===== src/hdl/tyr_defs.svh =====
`ifndef TYR_DEFS_SVH
`define TYR_DEFS_SVH

// First fetch address after reset
`define TYR_RESET_VECTOR 32'd0

// Architectural registers, r0 and P included
`define TYR_NUM_REGS 16

// P lives at the top of the register space
`define TYR_P_REG 4'd15

// Data memory depth in words
`define TYR_MEM_WORDS 256

`endif


===== src/hdl/tyr_isa_pkg.sv =====
`default_nettype none

package tyr_isa_pkg;

    typedef logic [31:0] word_t;    // Data word
    typedef logic [31:0] insn_t;    // Instruction word
    typedef logic [3:0]  reg_idx_t; // Register index
    typedef logic [11:0] imm_t;     // Signed immediate field

    // Op field, bits 15:12
    typedef enum logic [3:0] {
        OP_OR       = 4'd0,
        OP_AND      = 4'd1,
        OP_ADD      = 4'd2,
        OP_MUL      = 4'd3,
        OP_RESERVED = 4'd4,
        OP_SHL      = 4'd5,
        OP_LE       = 4'd6,
        OP_EQ       = 4'd7,
        OP_NOR      = 4'd8,
        OP_NAND     = 4'd9,
        OP_XOR      = 4'd10,
        OP_SUB      = 4'd11,
        OP_XNOR     = 4'd12,  // X xor ~O
        OP_SHR      = 4'd13,
        OP_GT       = 4'd14,
        OP_NE       = 4'd15
    } alu_op_e;

    // Where the result goes, bits 29:28
    typedef enum logic [1:0] {
        DEREF_REG       = 2'b00, // Z <- rhs
        DEREF_LOAD      = 2'b01, // Z <- [rhs]
        DEREF_STORE_Z   = 2'b10, // [Z] <- rhs
        DEREF_STORE_RHS = 2'b11  // [rhs] <- Z
    } deref_e;

    typedef struct packed {
        reg_idx_t z;
        reg_idx_t x;
        reg_idx_t y;
        alu_op_e  op;
        imm_t     imm;
        logic     itype;   // 1 swaps the roles of Y and the immediate
        deref_e   deref;
        logic     illegal;
    } decoded_t;

endpackage

`default_nettype wire


===== src/hdl/tyr_bus_pkg.sv =====
`default_nettype none

package tyr_bus_pkg;

    // Word address shared by instruction port and APB
    typedef logic [31:0] addr_t;

    // Master to slave
    typedef struct packed {
        logic                psel;
        logic                penable;
        logic                pwrite;
        addr_t               paddr;
        tyr_isa_pkg::word_t  pwdata;
    } apb_req_t;

    // Slave to master
    typedef struct packed {
        tyr_isa_pkg::word_t  prdata;
        logic                pready;
        logic                pslverr; // Only meaningful with pready
    } apb_rsp_t;

endpackage

`default_nettype wire


===== src/hdl/tyr_alu.sv =====
`default_nettype none
`timescale 1ns/1ps

module tyr_alu (
    input  wire tyr_isa_pkg::decoded_t i_dec,
    input  wire tyr_isa_pkg::word_t    i_val_x,
    input  wire tyr_isa_pkg::word_t    i_val_y,
    output tyr_isa_pkg::word_t         o_rhs
);

    tyr_isa_pkg::word_t imm_ext;
    tyr_isa_pkg::word_t opnd_o;   // Right operand of op
    tyr_isa_pkg::word_t addend;   // Added after op
    tyr_isa_pkg::word_t op_res;
    logic               shift_oob;

    assign imm_ext = {{20{i_dec.imm[11]}}, i_dec.imm};

    // Type 0 computes X op Y + I and type 1 X op I + Y
    assign opnd_o = i_dec.itype ? imm_ext : i_val_y;
    assign addend = i_dec.itype ? i_val_y : imm_ext;

    // Unsigned compare so a negative immediate also shifts everything out
    assign shift_oob = (opnd_o >= 32'd32);

    always_comb begin
        case (i_dec.op)
            tyr_isa_pkg::OP_OR:   op_res = i_val_x | opnd_o;
            tyr_isa_pkg::OP_AND:  op_res = i_val_x & opnd_o;
            tyr_isa_pkg::OP_ADD:  op_res = i_val_x + opnd_o;
            tyr_isa_pkg::OP_MUL:  op_res = i_val_x * opnd_o; // Low half only
            tyr_isa_pkg::OP_SHL:  op_res = shift_oob ? '0 : (i_val_x << opnd_o[4:0]);
            tyr_isa_pkg::OP_LE:   op_res = {32{$signed(i_val_x) <= $signed(opnd_o)}};
            tyr_isa_pkg::OP_EQ:   op_res = {32{i_val_x == opnd_o}};
            tyr_isa_pkg::OP_NOR:  op_res = ~(i_val_x | opnd_o);
            tyr_isa_pkg::OP_NAND: op_res = ~(i_val_x & opnd_o);
            tyr_isa_pkg::OP_XOR:  op_res = i_val_x ^ opnd_o;
            tyr_isa_pkg::OP_SUB:  op_res = i_val_x - opnd_o;
            tyr_isa_pkg::OP_XNOR: op_res = i_val_x ^ ~opnd_o;
            tyr_isa_pkg::OP_SHR:  op_res = shift_oob ? '0 : (i_val_x >> opnd_o[4:0]);
            tyr_isa_pkg::OP_GT:   op_res = {32{$signed(i_val_x) > $signed(opnd_o)}};
            tyr_isa_pkg::OP_NE:   op_res = {32{i_val_x != opnd_o}};
            default:              op_res = '0; // Reserved op halts in decode
        endcase
    end

    assign o_rhs = op_res + addend;

endmodule

`default_nettype wire


===== src/hdl/tyr_core.sv =====
`default_nettype none
`timescale 1ns/1ps

module tyr_core (
    input  wire logic                  clk,
    input  wire logic                  _reset,
    output tyr_bus_pkg::addr_t         o_insn_addr,
    input  wire tyr_isa_pkg::insn_t    i_insn_data,
    output tyr_bus_pkg::apb_req_t      o_apb,
    input  wire tyr_bus_pkg::apb_rsp_t i_apb,
    output logic                       o_halt
);

    tyr_isa_pkg::decoded_t dec;
    tyr_isa_pkg::word_t    val_x;
    tyr_isa_pkg::word_t    val_y;
    tyr_isa_pkg::word_t    val_z;
    tyr_isa_pkg::word_t    rhs;
    tyr_isa_pkg::word_t    pc_plus1;  // What r15 reads as
    logic                  wr_en;
    tyr_isa_pkg::reg_idx_t wr_idx;
    tyr_isa_pkg::word_t    wr_data;

    tyr_ctrl ctrl_i (
        .clk         (clk),
        ._reset      (_reset),
        .i_dec       (dec),
        .i_rhs       (rhs),
        .i_val_z     (val_z),
        .o_insn_addr (o_insn_addr),
        .o_pc_plus1  (pc_plus1),
        .o_wr_en     (wr_en),
        .o_wr_idx    (wr_idx),
        .o_wr_data   (wr_data),
        .o_apb       (o_apb),
        .i_apb       (i_apb),
        .o_halt      (o_halt)
    );

    tyr_decode decode_i (
        .i_insn (i_insn_data),
        .o_dec  (dec)
    );

    tyr_regfile regfile_i (
        .clk        (clk),
        ._reset     (_reset),
        .i_idx_x    (dec.x),
        .i_idx_y    (dec.y),
        .i_idx_z    (dec.z),
        .i_pc_plus1 (pc_plus1),
        .i_wr_en    (wr_en),
        .i_wr_idx   (wr_idx),
        .i_wr_data  (wr_data),
        .o_val_x    (val_x),
        .o_val_y    (val_y),
        .o_val_z    (val_z)
    );

    tyr_alu alu_i (
        .i_dec   (dec),
        .i_val_x (val_x),
        .i_val_y (val_y),
        .o_rhs   (rhs)
    );

endmodule

`default_nettype wire


===== src/hdl/tyr_ctrl.sv =====
`default_nettype none
`timescale 1ns/1ps
`include "tyr_defs.svh"

module tyr_ctrl (
    input  wire logic                  clk,
    input  wire logic                  _reset,
    input  wire tyr_isa_pkg::decoded_t i_dec,
    input  wire tyr_isa_pkg::word_t    i_rhs,
    input  wire tyr_isa_pkg::word_t    i_val_z,
    output tyr_bus_pkg::addr_t         o_insn_addr,
    output tyr_isa_pkg::word_t         o_pc_plus1,
    output logic                       o_wr_en,
    output tyr_isa_pkg::reg_idx_t      o_wr_idx,
    output tyr_isa_pkg::word_t         o_wr_data,
    output tyr_bus_pkg::apb_req_t      o_apb,
    input  wire tyr_bus_pkg::apb_rsp_t i_apb,
    output logic                       o_halt
);

    typedef enum logic [1:0] {
        RUN,
        SETUP,
        ACCESS,
        HALTED
    } ctrl_state_e;

    ctrl_state_e           state;
    tyr_bus_pkg::addr_t    pc;

    // Captured when a memory instruction leaves RUN
    tyr_bus_pkg::addr_t    mem_addr;
    tyr_isa_pkg::word_t    mem_wdata;
    logic                  mem_write;
    tyr_isa_pkg::reg_idx_t mem_z;

    logic run_ok;
    logic is_mem;
    logic store_z;
    logic access_done;
    logic load_ok;

    assign run_ok      = (state == RUN) && !i_dec.illegal;
    assign is_mem      = (i_dec.deref != tyr_isa_pkg::DEREF_REG);
    assign store_z     = (i_dec.deref == tyr_isa_pkg::DEREF_STORE_Z);
    assign access_done = (state == ACCESS) && i_apb.pready;
    assign load_ok     = access_done && !i_apb.pslverr && !mem_write;

    assign o_insn_addr = pc;
    assign o_pc_plus1  = pc + 32'd1;
    assign o_halt      = (state == HALTED);

    // P is never written through the register file
    assign o_wr_en = (run_ok && !is_mem && i_dec.z != `TYR_P_REG)
                   || (load_ok && mem_z != `TYR_P_REG);
    assign o_wr_idx  = (state == RUN) ? i_dec.z : mem_z;
    assign o_wr_data = (state == RUN) ? i_rhs : i_apb.prdata;

    always_comb begin
        o_apb.psel    = (state == SETUP) || (state == ACCESS);
        o_apb.penable = (state == ACCESS);
        o_apb.pwrite  = mem_write;
        o_apb.paddr   = mem_addr;
        o_apb.pwdata  = mem_wdata;
    end

    always_ff @(posedge clk) begin
        if (!_reset) begin
            state <= RUN;
            pc    <= `TYR_RESET_VECTOR;
        end else begin
            case (state)
                RUN: begin
                    if (i_dec.illegal)
                        state <= HALTED;  // Nothing written
                    else if (!is_mem)
                        pc <= (i_dec.z == `TYR_P_REG) ? i_rhs : o_pc_plus1;
                    else
                        state <= SETUP;
                end
                SETUP: state <= ACCESS;
                ACCESS: begin
                    if (i_apb.pready) begin
                        if (i_apb.pslverr) begin
                            state <= HALTED;
                        end else begin
                            state <= RUN;
                            // Load into r15 is a jump
                            pc <= (!mem_write && mem_z == `TYR_P_REG) ?
                                  i_apb.prdata : o_pc_plus1;
                        end
                    end
                end
                default: state <= HALTED; // Stuck until reset
            endcase
        end
    end

    always_ff @(posedge clk) begin
        if (run_ok && is_mem) begin
            mem_addr  <= store_z ? i_val_z : i_rhs;
            mem_wdata <= store_z ? i_rhs : i_val_z;
            mem_write <= store_z || (i_dec.deref == tyr_isa_pkg::DEREF_STORE_RHS);
            mem_z     <= i_dec.z;
        end
    end

    // Access phase only ever follows a setup cycle
    a_penable_needs_psel: assert property (
        @(posedge clk) disable iff (!_reset)
        o_apb.penable |-> (o_apb.psel && $past(o_apb.psel))
    ) else $error("penable without a preceding setup phase");

    // From setup until the completing edge nothing in the request may move
    a_req_stable: assert property (
        @(posedge clk) disable iff (!_reset)
        (o_apb.psel && !(o_apb.penable && i_apb.pready))
        |=> (o_apb.psel && o_apb.penable
             && $stable(o_apb.paddr) && $stable(o_apb.pwrite) && $stable(o_apb.pwdata))
    ) else $error("APB request changed before pready");

endmodule

`default_nettype wire


===== src/hdl/tyr_decode.sv =====
`default_nettype none
`timescale 1ns/1ps

module tyr_decode (
    input  wire tyr_isa_pkg::insn_t i_insn,
    output tyr_isa_pkg::decoded_t   o_dec
);

    tyr_isa_pkg::alu_op_e op_f;
    tyr_isa_pkg::deref_e  deref_f;
    logic                 bad_word;
    logic                 bad_op;

    assign op_f    = tyr_isa_pkg::alu_op_e'(i_insn[15:12]);
    assign deref_f = tyr_isa_pkg::deref_e'(i_insn[29:28]);

    // Top bit must be clear
    assign bad_word = i_insn[31];

    // Reserved op 4 halts the core just like a bad word
    assign bad_op = (op_f == tyr_isa_pkg::OP_RESERVED);

    always_comb begin
        o_dec.z       = i_insn[27:24];
        o_dec.x       = i_insn[23:20];
        o_dec.y       = i_insn[19:16];
        o_dec.op      = op_f;
        o_dec.imm     = i_insn[11:0];
        o_dec.itype   = i_insn[30];  // Type bit
        o_dec.deref   = deref_f;
        o_dec.illegal = bad_word || bad_op;
    end

endmodule

`default_nettype wire


===== src/hdl/tyr_regfile.sv =====
`default_nettype none
`timescale 1ns/1ps
`include "tyr_defs.svh"

module tyr_regfile (
    input  wire logic                  clk,
    input  wire logic                  _reset,
    input  wire tyr_isa_pkg::reg_idx_t i_idx_x,
    input  wire tyr_isa_pkg::reg_idx_t i_idx_y,
    input  wire tyr_isa_pkg::reg_idx_t i_idx_z,
    input  wire tyr_isa_pkg::word_t    i_pc_plus1,
    input  wire logic                  i_wr_en,
    input  wire tyr_isa_pkg::reg_idx_t i_wr_idx,
    input  wire tyr_isa_pkg::word_t    i_wr_data,
    output tyr_isa_pkg::word_t         o_val_x,
    output tyr_isa_pkg::word_t         o_val_y,
    output tyr_isa_pkg::word_t         o_val_z
);

    // Only r1..r14 have storage
    tyr_isa_pkg::word_t gpr [1:`TYR_NUM_REGS-2];

    function automatic tyr_isa_pkg::word_t read_reg(input tyr_isa_pkg::reg_idx_t idx);
        if (idx == '0)
            return '0;
        else if (idx == `TYR_P_REG)
            return i_pc_plus1; // P reads as next address
        else
            return gpr[idx];
    endfunction

    always_comb begin
        o_val_x = read_reg(i_idx_x);
        o_val_y = read_reg(i_idx_y);
        o_val_z = read_reg(i_idx_z);
    end

    always_ff @(posedge clk) begin
        if (!_reset) begin
            for (int i = 1; i <= `TYR_NUM_REGS - 2; i++)
                gpr[i] <= '0;
        end else if (i_wr_en && i_wr_idx != '0 && i_wr_idx != `TYR_P_REG) begin
            gpr[i_wr_idx] <= i_wr_data;
        end
    end

    // Control redirects P itself and never hands us a write to r15
    a_no_p_write: assert property (
        @(posedge clk) disable iff (!_reset)
        i_wr_en |-> (i_wr_idx != `TYR_P_REG)
    ) else $error("write to P reached the register file");

endmodule

`default_nettype wire


===== config.mk =====
export PLATFORM = sky130hd
export DESIGN_NAME = tyr_core
export DESIGN_NICKNAME = d
export VERILOG_FILES = /design/src/hdl/tyr_isa_pkg.sv /design/src/hdl/tyr_bus_pkg.sv /design/src/hdl/tyr_alu.sv /design/src/hdl/tyr_core.sv /design/src/hdl/tyr_ctrl.sv /design/src/hdl/tyr_decode.sv /design/src/hdl/tyr_regfile.sv
export VERILOG_INCLUDE_DIRS = /design/src /design/src/hdl
export SDC_FILE = /design/constraint.sdc
export NUM_CORES = 2
export LEC_CHECK = 0
export ABC_CLOCK_PERIOD_IN_PS = 14090
export BUFFER_PORTS_ARGS = -buffer_cell sky130_fd_sc_hd__buf_4
export CAP_MARGIN = 40
export CORE_UTILIZATION = 50
export DETAILED_ROUTE_END_ITERATION = 8
export PLACE_DENSITY = 0.72
export SETUP_SLACK_MARGIN = 0.4
export SYNTH_ARGS = -nofsm -noshare
export SYNTH_HDL_FRONTEND = slang
export SYNTH_SLANG_ARGS = --single-unit

===== constraint.sdc =====
create_clock -name clk -period 14.09 [get_ports clk]
set_input_delay 0.7045 -clock clk [delete_from_list [all_inputs] [get_ports clk]]
set_output_delay 0.7045 -clock clk [all_outputs]
set_load 0.02 [all_outputs]

==> Implementation_results.wiki <==
{| class="wikitable"
! Metric !! Value
|-
| Result of the run || finished with violations
|-
| Violated checks || DRC
|-
| Cell type with the largest total area after synthesis || edfxtp_1
|-
| Syn-to-layout area delta || 9.85%
|-
| Global-route usage over all layers || 43.0%
|-
| Buffers added on ports || 167
|-
| Busiest layer in global routing || met2
|-
| Routed Antenna Nets || 0
|-
| Initial Utilization || 50.6%
|-
| Initial antenna violation count || 26
|-
| Hold WC Path Type || in2reg
|-
| Final critical delay including setup and external delays || 13.06 ns
|-
| Worst path slowest cell || a221o_1
|-
| Post-CTS clock slew at the launch and capture registers of the worst setup and hold paths || 0.07 ns
|-
| Fraction of synthesized cell area taken by the top area cell type || 27.8%
|-
| Maximum frequency from static timing analysis || 0.0765 GHz
|-
| Wire length after detailed routing || 276 mm
|-
| Sum of overflow across all layers after global routing || 0
|-
| Clock tree from TritonCTS || yes
|-
| Number of max-capacitance violations reported || 0
|-
| Die outline height || 356 um
|-
| Clock Path Buffers || 3
|-
| Worst slew margin relative to its limit || 28.1%
|-
| Most common library cell in the layout ignoring fill and taps || nor2_1
|-
| Worst path max stage delay || 0.80 ns
|-
| Critical Path RT || 14.51 ns
|-
| Chip Width || 356 um
|-
| Total instance count after detailed placement || 8001
|-
| Final Cycle Share || 92.7%
|-
| Worst flop-to-flop path endpoint || regfile_i.gpr[1][30]$_SDFFCE_PN0P_
|-
| Element type at the critical path start || flop
|-
| Floorplan core area || 0.124 mm2
|-
| WHS Endpoint || ctrl_i.mem_write$_DFFE_PP_
|-
| Number of failing setup endpoints in the final timing report || 0
|-
| Setup skew after layout || 0.0605 ns
|-
| Share of async-settable or async-resettable flops after synthesis || 0%
|-
| Cell repeated most along the worst path || fa_1
|-
| Commonest non-fill, non-tap cells in the layout || 967 x nor2_1, 752 x nand2_1, 581 x inv_1, 581 x edfxtp_1, 442 x buf_4
|-
| Fill cells || 10700
|-
| Highest net fanout along the worst path || 15
|-
| Total of cells resized after clock tree synthesis || 0
|-
| Boundary pin count || 168
|-
| Vias/cell || 6.87
|-
| Proportion of synthesized chip area in sequential cells || 28.9%
|-
| Final nets || 7164
|-
| Synthesized flop and latch total || 615
|-
| Cell row count || 129
|-
| Warnings, synthesis || 0
|-
| Sum of net half-perimeters after detailed placement || 201 mm
|-
| Reg-to-reg setup timing slack || 1.03 ns
|-
| Post-synth cell types || 102
|-
| Final TNS setup || 0 ns
|-
| Layout cells sized above 1 || 17.0%
|-
| Post-Syn Instances || 6328
|-
| Post-route DRC || 2
|-
| Number of buffers created by CTS || 61
|-
| GR Util met3 || 18.5%
|-
| WL per Instance || 33.9 um
|-
| Global-route wire length before repair || 388 mm
|-
| Max H-tree Level || 2
|-
| Depth of the worst register-to-register path || 42
|-
| Mapped Area || 0.0628 mm2
|-
| Endpoint type of the worst setup path || flop
|-
| Final Non-Filler Cells || 8127
|-
| GR Util met1 || 56.2%
|-
| DR iter-0 viols || 9533
|-
| Number of instances on the worst hold path || 1
|-
| Met2 capacity usage during global routing || 60.1%
|-
| CTS Root Buffer Type || clkbuf_16
|-
| EDFF count, synth || 581
|-
| Sink count of the clock tree || 615
|-
| Via count || 55900
|-
| Final Hold Violating Endpoints || 0
|-
| Quantity of hold-fixing buffers added after cts || 0
|-
| Clock Latency Late Sink || 0.70 ns
|-
| Vias in the first global route || 53500
|-
| Leading register cell type out of synthesis || edfxtp_1
|-
| Pin count of the biggest net entering global routing || 75
|-
| WP data arrival || 13.48 ns
|-
| Total die area || 0.127 mm2
|-
| Startpoint of the most critical register-to-register path || ctrl_i.o_insn_addr[1]$_SDFFE_PN0P_
|-
| RSZ-0062 raised after global routing || no
|-
| Number of slew-limit violations in the final report || 0
|-
| Crit path kind || reg2reg
|-
| Slew @ Worst Pin || 1.08 ns
|-
| Cell types occupying the most area after synthesis || edfxtp_1 28%, mux4_2 14%, fa_1 13%, nor2_1 5.8%, ha_1 5.1%
|-
| Hold Path Origin || i_insn_data[29]
|-
| TritonRoute pass-1 iters || 8
|-
| Average size of a mapped cell || 9.93 um2
|-
| Setup bufs post-CTS || 0
|-
| Placer Congestion || 1.07
|}
## sequential cells by signal (all words and copies together) (netlist names)
| name | flops |
|---|---|
| ctrl_i.mem_addr | 32 |
| ctrl_i.mem_wdata | 32 |
| ctrl_i.mem_write | 1 |
| ctrl_i.mem_z | 4 |
| ctrl_i.o_insn_addr | 32 |
| ctrl_i.state | 2 |
| regfile_i.gpr | 512 |
## worst max-delay path: cells and delay by family (launching register included)
kind,cells,cell delay (ns)
AND/OR/NAND/NOR,9,1.68
XOR/XNOR,3,1.16
adder cells (fa/ha/maj),11,4.94
multiplexers,1,0.20
AO/OA/AOI/OAI,12,3.16
flip-flops,1,0.32
buffers and inverters,6,1.34
## Yosys cell counts, drive strengths merged, types with 27 or more instances
cell type  instances
nor2             971
mux2i            132
o211ai            31
xor2              46
mux4             425
and3              27
clkbuf           330
mux2              33
and2              27
nor3              43
edfxtp           581
nor2b             39
ha               256
a21o              39
a22oi             28
nand2            780
nand4             28
nand3             56
inv              587
o21ai            283
dfxtp             34
a211oi            88
xnor2            165
buf              162
fa               411
a21oi            308
## worst max path at each step
stage                                        from                                   to  slack (ns)
3_3_place_gp                      i_insn_data[16]  regfile_i.gpr[14][31]$_SDFFCE_PN0P_        1.15
2_1_floorplan                     i_insn_data[17]       regfile_i.gpr[0][30]$_DFFE_PP_        1.52
4_1_cts        ctrl_i.o_insn_addr[1]$_SDFFE_PN0P_   regfile_i.gpr[1][30]$_SDFFCE_PN0P_        1.42
6_report       ctrl_i.o_insn_addr[1]$_SDFFE_PN0P_   regfile_i.gpr[1][30]$_SDFFCE_PN0P_        1.03
5_1_grt        ctrl_i.o_insn_addr[1]$_SDFFE_PN0P_   regfile_i.gpr[1][30]$_SDFFCE_PN0P_        0.77
3_5_place_dp                      i_insn_data[16]   regfile_i.gpr[1][30]$_SDFFCE_PN0P_        1.03
## per-stage QoR
step,hold slack [ns],utilization (%),cell area [um2],worst slack (ns)
after global routing,0.233,55.6,69000,0.774
after floorplan,0.511,-,63000,1.52
after global placement,0.538,53.7,66700,1.15
after detailed placement,0.548,54.0,67000,1.03
final,0.232,55.6,69000,1.03
after CTS,0.225,55.6,69000,1.42
## cell families (layout without fill, tap and decap cells)
family	after synthesis	after routing	synth area share (%)
buffers and inverters	1088	1177	6.90
multiplexers	590	590	18.1
AO/OA/AOI/OAI	1078	1078	11.0
XOR/XNOR	220	220	3.28
flip-flops	615	615	28.9
AND/OR/NAND/NOR	2069	2069	13.7
other	1	74	0.00597
adder cells (fa/ha/maj)	667	667	18.2
## per-layer routing
metal / up-vias / wire [um]
met5: - / 322
met4: 32 / 18400
met3: 1049 / 46800
met2: 4927 / 112000
met1: 27500 / 97800
li1: 22400 / -
## layout make-up
cell class / instances / area [um2] / area share (%)
sequential: 615 / 18100 / 26.3
clock buffer: 82 / 1630 / 2.36
inverter: 596 / 2240 / 3.24
antenna: 10 / 25.0 / 0.0363
tap: 1637 / 2050 / 2.97
clock inverter: 32 / 359 / 0.520
timing repair buffer: 467 / 3700 / 5.36
multi-input combinational: 4688 / 40900 / 59.2
Power is not shown: default switching activity piles up to over one toggle a cycle in this logic, so the estimate is an artifact.
